**src/logic/datapath_consts.svh**
```systemverilog
// width macros for the execute stage datapath: data, ALU op, branch code, forwarding select

`ifndef DATAPATH_CONSTS_SVH
`define DATAPATH_CONSTS_SVH

// datapath word width, fixed by the instruction set
`define DATA_W 16

// ALU operation code width
`define OP_W 4

// branch condition code width
`define BR_W 3

// forwarding source select width, one per operand
`define FWD_W 3

`endif

```
**src/logic/aluPkg.sv**
```systemverilog
// package aluPkg: ALU operation and branch condition enumerations

`default_nettype none

`include "datapath_consts.svh"

package aluPkg;

   // ALU operations, shift amounts come from the low four bits of B
   typedef enum logic [`OP_W-1:0] {
      aluAdd   = 4'h0,
      aluAnd   = 4'h1,
      aluOr    = 4'h2,
      aluXor   = 4'h3,
      aluSll   = 4'h4,
      aluSrl   = 4'h5,
      aluRol   = 4'h6,
      aluRor   = 4'h7,
      // {A[7:0], B[7:0]}
      aluSlbi  = 4'h8,
      aluBtr   = 4'h9,
      aluPassB = 4'ha
   } aluOpE;

   // branch conditions, the taken bit also drives set-style results
   typedef enum logic [`BR_W-1:0] {
      brNever  = 3'h0,
      brAlways = 3'h1,
      brEq     = 3'h2,
      brNe     = 3'h3,
      brLt     = 3'h4,
      brGe     = 3'h5,
      brLe     = 3'h6,
      brCarry  = 3'h7
   } brCondE;

endpackage

`default_nettype wire

```
**src/logic/fwdPkg.sv**
```systemverilog
// package fwdPkg: forwarding source enumeration for the execute operands

`default_nettype none

`include "datapath_consts.svh"

package fwdPkg;

   // where an operand comes from
   // ex* values sit in the execute/memory register, mem* in memory/writeback
   typedef enum logic [`FWD_W-1:0] {
      fwdNone    = 3'h0,
      fwdExAlu   = 3'h1,
      fwdExImm   = 3'h2,
      fwdExLink  = 3'h3,
      fwdMemAlu  = 3'h4,
      fwdMemImm  = 3'h5,
      fwdMemLink = 3'h6,
      fwdMemLoad = 3'h7
   } fwdSrcE;

endpackage

`default_nettype wire

```
**src/logic/operandForward.sv**
```systemverilog
// module operandForward: forwarded A and B operand selection and store data choice

`default_nettype none
`timescale 1ns/1ps

`include "datapath_consts.svh"

module operandForward (
   input  wire [`DATA_W-1:0] regA,
   input  wire [`DATA_W-1:0] regB,
   input  wire [`DATA_W-1:0] exAlu,
   input  wire [`DATA_W-1:0] exImm,
   input  wire [`DATA_W-1:0] exLink,
   input  wire [`DATA_W-1:0] memAlu,
   input  wire [`DATA_W-1:0] memImm,
   input  wire [`DATA_W-1:0] memLink,
   input  wire [`DATA_W-1:0] memLoad,
   input  wire fwdPkg::fwdSrcE fwdSelA,
   input  wire fwdPkg::fwdSrcE fwdSelB,
   input  wire storeFwd,
   input  wire loadFwd,
   input  wire [`DATA_W-1:0] wrtDataIn,
   output logic [`DATA_W-1:0] fwdA,
   output logic [`DATA_W-1:0] fwdB,
   output logic [`DATA_W-1:0] storeData
);

   import fwdPkg::*;

   // one mux shared by both operands, regVal is the fallback for fwdNone
   function automatic logic [`DATA_W-1:0] pickSrc(input fwdSrcE sel,
                                                  input logic [`DATA_W-1:0] regVal);
      logic [`DATA_W-1:0] picked;
      case (sel)
         fwdExAlu:   picked = exAlu;
         fwdExImm:   picked = exImm;
         fwdExLink:  picked = exLink;
         fwdMemAlu:  picked = memAlu;
         fwdMemImm:  picked = memImm;
         fwdMemLink: picked = memLink;
         fwdMemLoad: picked = memLoad;
         default:    picked = regVal;
      endcase
      return picked;
   endfunction

   always_comb begin
      fwdA = pickSrc(fwdSelA, regA);
      fwdB = pickSrc(fwdSelB, regB);
   end

   // store data follows forwarded B for a store hit
   // a load-to-store hit is resolved on the memory side, so take wrtDataIn then
   always_comb begin
      if (storeFwd && !loadFwd) begin
         storeData = fwdB;
      end else begin
         storeData = wrtDataIn;
      end
   end

endmodule

`default_nettype wire

```
**src/logic/alu.sv**
```systemverilog
// module alu: 16-bit ALU with operand inversion, carry-in, shifts, rotates and flags

`default_nettype none
`timescale 1ns/1ps

`include "datapath_consts.svh"

module alu (
   input  wire [`DATA_W-1:0] inA,
   input  wire [`DATA_W-1:0] inB,
   input  wire aluPkg::aluOpE op,
   input  wire invA,
   input  wire invB,
   input  wire cin,
   output logic [`DATA_W-1:0] result,
   output logic zero,
   output logic sign,
   output logic ofl,
   output logic carry
);

   import aluPkg::*;

   // operands after optional inversion
   logic [`DATA_W-1:0] opA;
   logic [`DATA_W-1:0] opB;

   // adder with its carry out on top
   logic [`DATA_W:0] sumWide;

   // rotate helpers, A doubled up so the wrapped bits fall in place
   logic [2*`DATA_W-1:0] rolWide;
   logic [2*`DATA_W-1:0] rorWide;

   // shift amount, low four bits of B
   logic [3:0] shAmt;

   // bit-reversed A
   logic [`DATA_W-1:0] revA;

   assign opA = invA ? ~inA : inA;
   assign opB = invB ? ~inB : inB;

   // subtract is invA with cin set, i.e. B - A
   assign sumWide = {1'b0, opA} + {1'b0, opB} + {{`DATA_W{1'b0}}, cin};

   assign shAmt   = opB[3:0];
   assign rolWide = {opA, opA} << shAmt;
   assign rorWide = {opA, opA} >> shAmt;

   always_comb begin
      for (int i = 0; i < `DATA_W; i++) begin
         revA[i] = opA[`DATA_W-1-i];
      end
   end

   always_comb begin
      case (op)
         aluAdd:   result = sumWide[`DATA_W-1:0];
         aluAnd:   result = opA & opB;
         aluOr:    result = opA | opB;
         aluXor:   result = opA ^ opB;
         aluSll:   result = opA << shAmt;
         aluSrl:   result = opA >> shAmt;
         aluRol:   result = rolWide[2*`DATA_W-1:`DATA_W];
         aluRor:   result = rorWide[`DATA_W-1:0];
         aluSlbi:  result = {opA[7:0], opB[7:0]};
         aluBtr:   result = revA;
         aluPassB: result = opB;
         // unused codes give zero
         default:  result = '0;
      endcase
   end

   // zero and sign straight off the result
   assign zero = (result == '0);
   assign sign = result[`DATA_W-1];

   // carry and overflow only mean something for the adder
   always_comb begin
      if (op == aluAdd) begin
         carry = sumWide[`DATA_W];
         // same-sign inputs producing an opposite-sign sum
         ofl   = (opA[`DATA_W-1] == opB[`DATA_W-1]) &&
                 (sumWide[`DATA_W-1] != opA[`DATA_W-1]);
      end else begin
         carry = 1'b0;
         ofl   = 1'b0;
      end
   end

endmodule

`default_nettype wire

```
**src/logic/branchCondition.sv**
```systemverilog
// module branchCondition: branch taken decision from ALU flags and the branch code

`default_nettype none
`timescale 1ns/1ps

module branchCondition (
   input  wire aluPkg::brCondE brCode,
   input  wire zero,
   input  wire sign,
   input  wire ofl,
   input  wire carry,
   output logic taken
);

   import aluPkg::*;

   // signed less-than after a compare
   logic lessThan;

   assign lessThan = sign ^ ofl;

   // same bit feeds conditional branches and set-style results
   always_comb begin
      case (brCode)
         brNever:  taken = 1'b0;
         brAlways: taken = 1'b1;
         brEq:     taken = zero;
         brNe:     taken = !zero;
         brLt:     taken = lessThan;
         brGe:     taken = !lessThan;
         brLe:     taken = lessThan || zero;
         brCarry:  taken = carry;
         default:  taken = 1'b0;
      endcase
   end

endmodule

`default_nettype wire

```
**src/logic/pcSelect.sv**
```systemverilog
// module pcSelect: branch target, link value and next PC selection

`default_nettype none
`timescale 1ns/1ps

`include "datapath_consts.svh"

module pcSelect (
   input  wire [`DATA_W-1:0] incPC,
   input  wire [`DATA_W-1:0] aluOut,
   input  wire [`DATA_W-1:0] imm8,
   input  wire [`DATA_W-1:0] imm11,
   input  wire taken,
   input  wire immSel,
   input  wire baseAlu,
   input  wire aluJump,
   input  wire linkSel,
   input  wire holdPC,
   output logic [`DATA_W-1:0] nextPC,
   output logic [`DATA_W-1:0] linkPC
);

   // target adder operands
   logic [`DATA_W-1:0] baseVal;
   logic [`DATA_W-1:0] immVal;

   // base plus immediate, wraps at 16 bits
   logic [`DATA_W-1:0] targetPC;

   // target or fall-through depending on the branch outcome
   logic [`DATA_W-1:0] jumpPC;

   // register-relative jumps use the ALU as base
   assign baseVal = baseAlu ? aluOut : incPC;
   // imm11 for jumps, imm8 for branches
   assign immVal  = immSel ? imm11 : imm8;

   assign targetPC = baseVal + immVal;
   assign jumpPC   = taken ? targetPC : incPC;

   // link-style instructions save the return address
   assign linkPC = linkSel ? incPC : jumpPC;

   always_comb begin
      if (holdPC) begin
         nextPC = incPC;
      end else if (aluJump) begin
         // absolute jump straight from the ALU
         nextPC = aluOut;
      end else begin
         nextPC = jumpPC;
      end
   end

endmodule

`default_nettype wire

```
**src/logic/execStage.sv**
```systemverilog
// module execStage: execute stage top with req/ack handshake, result registers and datapath

`default_nettype none
`timescale 1ns/1ps

`include "datapath_consts.svh"

module execStage (
   input  wire clk,
   input  wire rstN,
   input  wire req,
   output logic ack,
   input  wire [`DATA_W-1:0] regA,
   input  wire [`DATA_W-1:0] regB,
   input  wire [`DATA_W-1:0] exAlu,
   input  wire [`DATA_W-1:0] exImm,
   input  wire [`DATA_W-1:0] exLink,
   input  wire [`DATA_W-1:0] memAlu,
   input  wire [`DATA_W-1:0] memImm,
   input  wire [`DATA_W-1:0] memLink,
   input  wire [`DATA_W-1:0] memLoad,
   input  wire [`DATA_W-1:0] wrtDataIn,
   input  wire [`DATA_W-1:0] incPC,
   input  wire [`DATA_W-1:0] imm8,
   input  wire [`DATA_W-1:0] imm11,
   input  wire fwdPkg::fwdSrcE fwdSelA,
   input  wire fwdPkg::fwdSrcE fwdSelB,
   input  wire storeFwd,
   input  wire loadFwd,
   input  wire stuSel,
   input  wire aluPkg::aluOpE op,
   input  wire invA,
   input  wire invB,
   input  wire cin,
   input  wire aluPkg::brCondE brCode,
   input  wire setOp,
   input  wire immSel,
   input  wire baseAlu,
   input  wire aluJump,
   input  wire linkSel,
   input  wire holdPC,
   output logic [`DATA_W-1:0] resultOut,
   output logic [`DATA_W-1:0] nextPC,
   output logic [`DATA_W-1:0] linkPC,
   output logic [`DATA_W-1:0] storeData
);

   // forwarded operands
   logic [`DATA_W-1:0] fwdA;
   logic [`DATA_W-1:0] fwdB;
   logic [`DATA_W-1:0] aluInB;

   // ALU result and flags
   logic [`DATA_W-1:0] aluOut;
   logic zero;
   logic sign;
   logic ofl;
   logic carry;
   logic taken;

   // combinational values waiting to be captured
   logic [`DATA_W-1:0] resultD;
   logic [`DATA_W-1:0] nextPCD;
   logic [`DATA_W-1:0] linkPCD;
   logic [`DATA_W-1:0] storeDataD;

   // new request seen while idle
   logic capture;

   operandForward fwdUnit (
      .regA(regA), .regB(regB),
      .exAlu(exAlu), .exImm(exImm), .exLink(exLink),
      .memAlu(memAlu), .memImm(memImm), .memLink(memLink), .memLoad(memLoad),
      .fwdSelA(fwdSelA), .fwdSelB(fwdSelB),
      .storeFwd(storeFwd), .loadFwd(loadFwd), .wrtDataIn(wrtDataIn),
      .fwdA(fwdA), .fwdB(fwdB), .storeData(storeDataD)
   );

   // store-with-update takes the raw register B, not the forwarded one
   assign aluInB = stuSel ? regB : fwdB;

   alu aluUnit (
      .inA(fwdA), .inB(aluInB), .op(op),
      .invA(invA), .invB(invB), .cin(cin),
      .result(aluOut),
      .zero(zero), .sign(sign), .ofl(ofl), .carry(carry)
   );

   branchCondition brUnit (
      .brCode(brCode),
      .zero(zero), .sign(sign), .ofl(ofl), .carry(carry),
      .taken(taken)
   );

   pcSelect pcUnit (
      .incPC(incPC), .aluOut(aluOut), .imm8(imm8), .imm11(imm11),
      .taken(taken), .immSel(immSel), .baseAlu(baseAlu),
      .aluJump(aluJump), .linkSel(linkSel), .holdPC(holdPC),
      .nextPC(nextPCD), .linkPC(linkPCD)
   );

   // set-style ops write the taken bit, zero-extended
   assign resultD = setOp ? {{(`DATA_W-1){1'b0}}, taken} : aluOut;

   assign capture = req && !ack;

   // two states, idle (ack low) and done (ack high)
   // rise on a fresh req, fall once req is seen low
   always_ff @(posedge clk or negedge rstN) begin
      if (!rstN) begin
         ack <= 1'b0;
      end else if (capture) begin
         ack <= 1'b1;
      end else if (ack && !req) begin
         ack <= 1'b0;
      end
   end

   // results load only on the idle-to-done edge and hold while ack is up
   always_ff @(posedge clk or negedge rstN) begin
      if (!rstN) begin
         resultOut <= '0;
         nextPC    <= '0;
         linkPC    <= '0;
         storeData <= '0;
      end else if (capture) begin
         resultOut <= resultD;
         nextPC    <= nextPCD;
         linkPC    <= linkPCD;
         storeData <= storeDataD;
      end
   end

endmodule

`default_nettype wire

```
**config.mk**
```make
export PLATFORM = sky130hd
export DESIGN_NAME = execStage
export DESIGN_NICKNAME = d
export VERILOG_FILES = /design/src/logic/aluPkg.sv /design/src/logic/fwdPkg.sv /design/src/logic/operandForward.sv /design/src/logic/alu.sv /design/src/logic/branchCondition.sv /design/src/logic/pcSelect.sv /design/src/logic/execStage.sv
export VERILOG_INCLUDE_DIRS = /design/src /design/src/logic
export SDC_FILE = /design/constraint.sdc
export NUM_CORES = 1
export LEC_CHECK = 0
export ABC_AREA = 1
export CAP_MARGIN = 20
export CORE_ASPECT_RATIO = 0.8
export CORE_MARGIN = 1.5
export CORE_UTILIZATION = 60
export DETAILED_ROUTE_END_ITERATION = 6
export DONT_BUFFER_PORTS = 1
export GPL_ROUTABILITY_DRIVEN = 0
export PLACE_DENSITY_LB_ADDON = 0.05
export SETUP_SLACK_MARGIN = 0.5
export SLEW_MARGIN = 25
export SYNTH_ARGS = -nofsm -noshare
export SYNTH_HDL_FRONTEND = slang
export SYNTH_HIERARCHICAL = 1
export SYNTH_SLANG_ARGS = --single-unit
```
**constraint.sdc**
```tcl
create_clock -name clk -period 2.5 [get_ports clk]
set_input_delay 0.375 -clock clk [delete_from_list [all_inputs] [get_ports clk]]
set_output_delay 0.375 -clock clk [all_outputs]
set_load 0.005 [all_outputs]
```
==> results.py, run 1 <==
metrics = {
    "run_status": {
        "status": "did not finish",
        "haltStage": "5_1_grt",
        "toolErrorMsg": "[ERROR GRT-0232] Routing congestion too high. Check the congestion heatmap in the GUI.",
    },
    "synth": {
        "yosys_warnings": 6,
        "synthFlopType": "dfrtp_1",
        "syn-mean-instance-area_sq_um": 5.524,
        "synthDistinctLibCells": 52,
        "yosys.area.top_type": "nand2_1",
        "synth_edf_count": 0,
        "synth_fp_nets": 2492,
        "synthCells": 2204,
        "ys_seq_area_share_pct": 13.36,
        "synth_top_area_share_pct": 23.59,
        "ys_top_cells_by_area": "nand2_1 (24%), dfrtp_1 (13%), nand3_1 (12%)",
        "synth-async-reset-ratio_pct": 100.0,
        "synth_area_sq_um": 12170,
        "ys_seq_elements": 65,
    },
    "global_route": {
        "grtUsageTotal_pct": 75.03,
        "grt_overflow": 81,
        "grt_max_degree": 68,
    },
    "die": {
        "initial_utilization_pct": 61.31,
        "die-height_um": 130.4,
        "rows": 46,
        "io_pins": 301,
        "die_w_um": 162.3,
    },
    "place": {
        "dp_cells": 2689,
        "hpwlAfterDp_um": 43840,
        "io_buffers": 0,
    },
    "sta": {
        "repair-timing-grt-worst-ep": "nextPC[12]$_DFFE_PN0P_/D",
        "worst-ep-kind": "register input",
    },
    "clocking": {
        "clkSinkCount": 65,
        "clock_path_buffers": 2,
        "cts_max_level": 3,
        "cts_buffers": 9,
        "cts-root-buf": "clkbuf_16",
    },
}
==> synthesized netlist by cell type, types with 12 or more instances <==
cell and instances:
nor2_1 202, buf_6 21, and3_1 12, nand2_2 25, nand3_1 292, nand3_2 27
clkbuf_1 16, buf_2 42, ha_1 49, o22ai_1 34, nand2_1 765, o21ai_0 57
nand4_1 111, a21oi_1 60, inv_1 272, dfrtp_1 65, mux2_2 14, buf_4 17
==> stage by stage <==
| stage | instance area [sq um] | setup WS [ns] | setup TNS [ns] | hold slack, ns | utilization, % |
|---|---|---|---|---|---|
| after global placement | 14350 | -2.516 | -87.59 | 0.08036 | 72.28 |
| after CTS | 15930 | -1.704 | -58.45 | 0.2319 | 80.22 |
| after detailed placement | 14350 | -2.583 | -91.35 | 0.08017 | 72.28 |
| after floorplan | 12340 | -1.862 | -65.53 | 0.07941 | - |
==> layer usage <==
metal	GRT usage, %	GRT overflow
met1	74.43	3
met2	91.70	44
met3	60.98	9
met4	74.04	24
met5	36.59	1
==> logic make-up after synthesis <==
kind of cell / share of synthesized area (%)
DFF: 13.36
buffers and inverters: 14.95
muxes: 1.295
and+or+nand+nor: 54.32
xor gates and xnor gates: 1.963
adders and majority gates: 5.529
AOI/OAI and AO/OA: 8.582
==> timing repair <==
action	CTS
setup endpoints to repair	48
setup buffers	44
cloned	2
pin swaps	89
hold buffers	2
hold endpoints to repair	65
resized for setup	207
==> run 2: changes to the inputs <==
- CORE_ASPECT_RATIO: 0.8 -> unset
- CORE_UTILIZATION: 60 -> 40
- PLACE_DENSITY_LB_ADDON: 0.05 -> 0.15
- SETUP_SLACK_MARGIN: 0.5 -> unset
==> run 2 against run 1 <==
Effect of this change: the flow now finishes, with violations (setup timing); synthesized cell count unchanged; area after synthesis unchanged.
==> results.py, run 2 <==
metrics = {
    "power": {
        "p_comb_share_pct": 66.6,
        "p_switching_mw": 4.676,
        "power_frac_seq_pct": 19.6,
        "p_leak_nw": 9.192,
        "power_density_nw_per_um2": 562.7,
        "p_int_mw": 5.093,
        "ir_drop_mv": 0.4181,
        "switching_share_pct": 47.87,
        "p_clk_share_pct": 13.8,
        "total_power_mw": 9.768,
    },
    "global_route": {
        "grtUsageMet2_pct": 56.33,
        "grt_util_met3_pct": 7.883,
        "grt_max_degree": 68,
        "antenna_found_initial": 0,
        "grt_overflow": 0,
        "grtUsageTotal_pct": 34.55,
        "busiest_layer": "met2",
        "grt_pass1_vias": 15700,
        "use_met1_pct": 41.96,
        "grt_pass1_wl_um": 84900,
    },
    "synth": {
        "synth_most_common_cell": "nand2_1",
        "synthFlopType": "dfrtp_1",
        "ys_seq_area_share_pct": 13.36,
        "synth_top_area_share_pct": 23.59,
        "ys_top_cells_by_area": "nand2_1 (24%), dfrtp_1 (13%), nand3_1 (12%)",
        "ys_seq_elements": 65,
        "synth_area_sq_um": 12170,
        "syn-mean-instance-area_sq_um": 5.524,
        "yosys.area.top_type": "nand2_1",
        "synth_fp_nets": 2492,
        "synthTopCellsByCount": "nand2_1 (765), nand3_1 (292), inv_1 (272)",
        "synth-async-reset-ratio_pct": 100.0,
        "synthDistinctLibCells": 52,
        "yosys_warnings": 6,
        "synthCells": 2204,
        "synth_edf_count": 0,
    },
    "worst_setup_path": {
        "critPathCaptureType": "flip-flop",
        "critPathLaunch": "fwdSelB[1]",
        "critPathArrivalTime_ns": 4.53,
        "r2r-start": "ack",
        "cpMostUsedCell": "buf_4",
        "path_buf_inv": 29,
        "crit_family": "buffers and inverters",
        "crit_required_ns": 2.74,
        "cp_max_fo": 53,
        "setup.worst_path.class": "in -> reg",
        "cp_slowest_cell": "buf_4",
        "crit_path_start_kind": "input pin",
        "cp_slowest_stage_delay_ns": 0.15,
    },
    "clocking": {
        "clkTransAtPathRegs_ns": 0.07,
        "clkSinkCount": 65,
        "cts-root-buf": "clkbuf_16",
        "clock_path_buffers": 2,
        "cts_buffers": 9,
        "cts_tree": "done",
        "worstSkewPairLatency_ns": 0.34,
        "cts_max_level": 3,
    },
    "die": {
        "die-height_um": 177.5,
        "coreArea_sq_um": 29800,
        "io_pins": 301,
        "initial_utilization_pct": 40.86,
        "die_w_um": 177.5,
        "dieArea_sq_um": 31490,
        "rows": 63,
    },
    "finish": {
        "syn2layout_area_growth_pct": 42.59,
        "postLayoutCellArea_sq_um": 17360,
        "layout_commonest_cell": "nand2_1",
        "final_cell_mix": "nand2_1 (661), buf_4 (353), nand3_1 (246)",
        "diodes": 0,
        "regArea_sq_um": 1627,
        "layout-drive-gt1-share_pct": 34.62,
        "multi_input_area_sq_um": 10440,
        "final_nets": 2805,
        "num-fill-cells": 2862,
        "utilization_pct": 58.26,
    },
    "run_status": {
        "status": "finished with violations",
        "failed_checks": "setup timing",
    },
    "drt": {
        "drt-pass1-iter-count": 5,
        "wirelength_um": 56100,
        "drc": 0,
        "routedWlPerCell_um": 19.27,
        "vias_per_cell": 5.674,
        "vias": 16520,
        "drtIter0Drc": 1674,
        "drtAntennaViolNets": 0,
    },
    "place": {
        "hpwlAfterDp_um": 43110,
        "io_buffers": 0,
        "placed_area_sq_um": 14320,
    },
    "sta": {
        "setup_viol": 49,
        "holdWs_ns": 0.2067,
        "tightest_slew_ns": 0.7185,
        "fmax_ghz": 0.2331,
        "worst_slack_ns": -1.790,
        "final_hold_viol_count": 0,
        "final.period_utilization_pct": 171.6,
        "rsz0062_at_grt": "yes",
        "fin_skew_ns": 0.01120,
        "max_slew_margin_pct": 51.81,
        "period_needed_ns": 4.290,
        "drv_slew": 0,
    },
    "hold_path": {
        "hold_path_startpoint": "linkSel",
        "hp-class": "in -> reg",
    },
    "job": {
        "max-cap-violations": 0,
    },
}
-- run 2: layout make-up --
type	count	share of cell area [%]
sequential	65	9.370
inverter	283	6.429
tap	390	2.811
multi-input combinational	1750	60.11
timing repair inverter	1	0.05045
timing repair buffer	407	19.42
clock inverter	7	0.5045
clock buffer	9	1.297
-- run 2: cell families after synthesis --
logic type	Yosys count	share of synthesized area (%)
AO/OA/AOI/OAI	188	8.582
XOR/XNOR	23	1.963
adder cells (fa/ha/maj)	52	5.529
buffers and inverters	389	14.95
flip-flops	65	13.36
multiplexers	14	1.295
AND/OR/NAND/NOR	1473	54.32
-- run 2: what timing repair did --
item                       CTS  global route
hold buffers                 2             0
resized for setup          244           217
setup endpoints to repair   48            52
gates cloned                 1             0
pin swaps                  119           159
hold endpoints to repair    65             0
buffers inserted           149            18
-- run 2: metrics by stage --
step,setup WS (ns),setup TNS [ns],instances
floorplan,-1.862,-65.53,2204
global placement,-2.366,-80.93,2779
detailed placement,-2.387,-82.72,2779
CTS,-1.586,-60.90,2945
global route,-1.934,-71.24,2912
finish,-1.790,-61.75,2912
-- run 2: worst reg2reg max path: cells and delay by family, from the launching register on --
family,cells,cell delay [ns]
fa+ha+maj,1,0.19
buf+inv,2,0.65
flops,1,0.41
simple gates,2,0.36
-- run 2: final timing paths --
| check | depth (start not counted) | slack, ns | end |
|---|---|---|---|
| max in group asynchronous | 2 | 1.63 | resultOut[12] |
| setup reg to reg | 5 | 0.83 | resultOut[1] |
| hold / removal | 3 | 0.21 | linkPC[6] |
| min in group asynchronous | 2 | 0.59 | resultOut[11] |
| hold reg to reg | 2 | 0.50 | storeData[15] |
| setup / recovery | 37 | -1.79 | storeData[0] |
-- run 2: power groups by stage --
stage                     sequential (mW)  clock [mW]  combinational, mW
after floorplan                      1.73           0               3.18
after global placement               1.92           0               4.72
after detailed placement             1.92           0               4.77
after CTS                            1.91        1.36               5.87
after global routing                 1.94        1.41               7.03
final                                1.91        1.35               6.51
-- run 2: routing by layer --
layer	up-vias	wire, um	share of wire, %
li1	7778	-	-
met1	7562	21400	38
met2	976	25420	45
met3	206	5708	10
met4	0	3573	6.4
met5	-	0	0
Power figures use the tool's default switching activity.
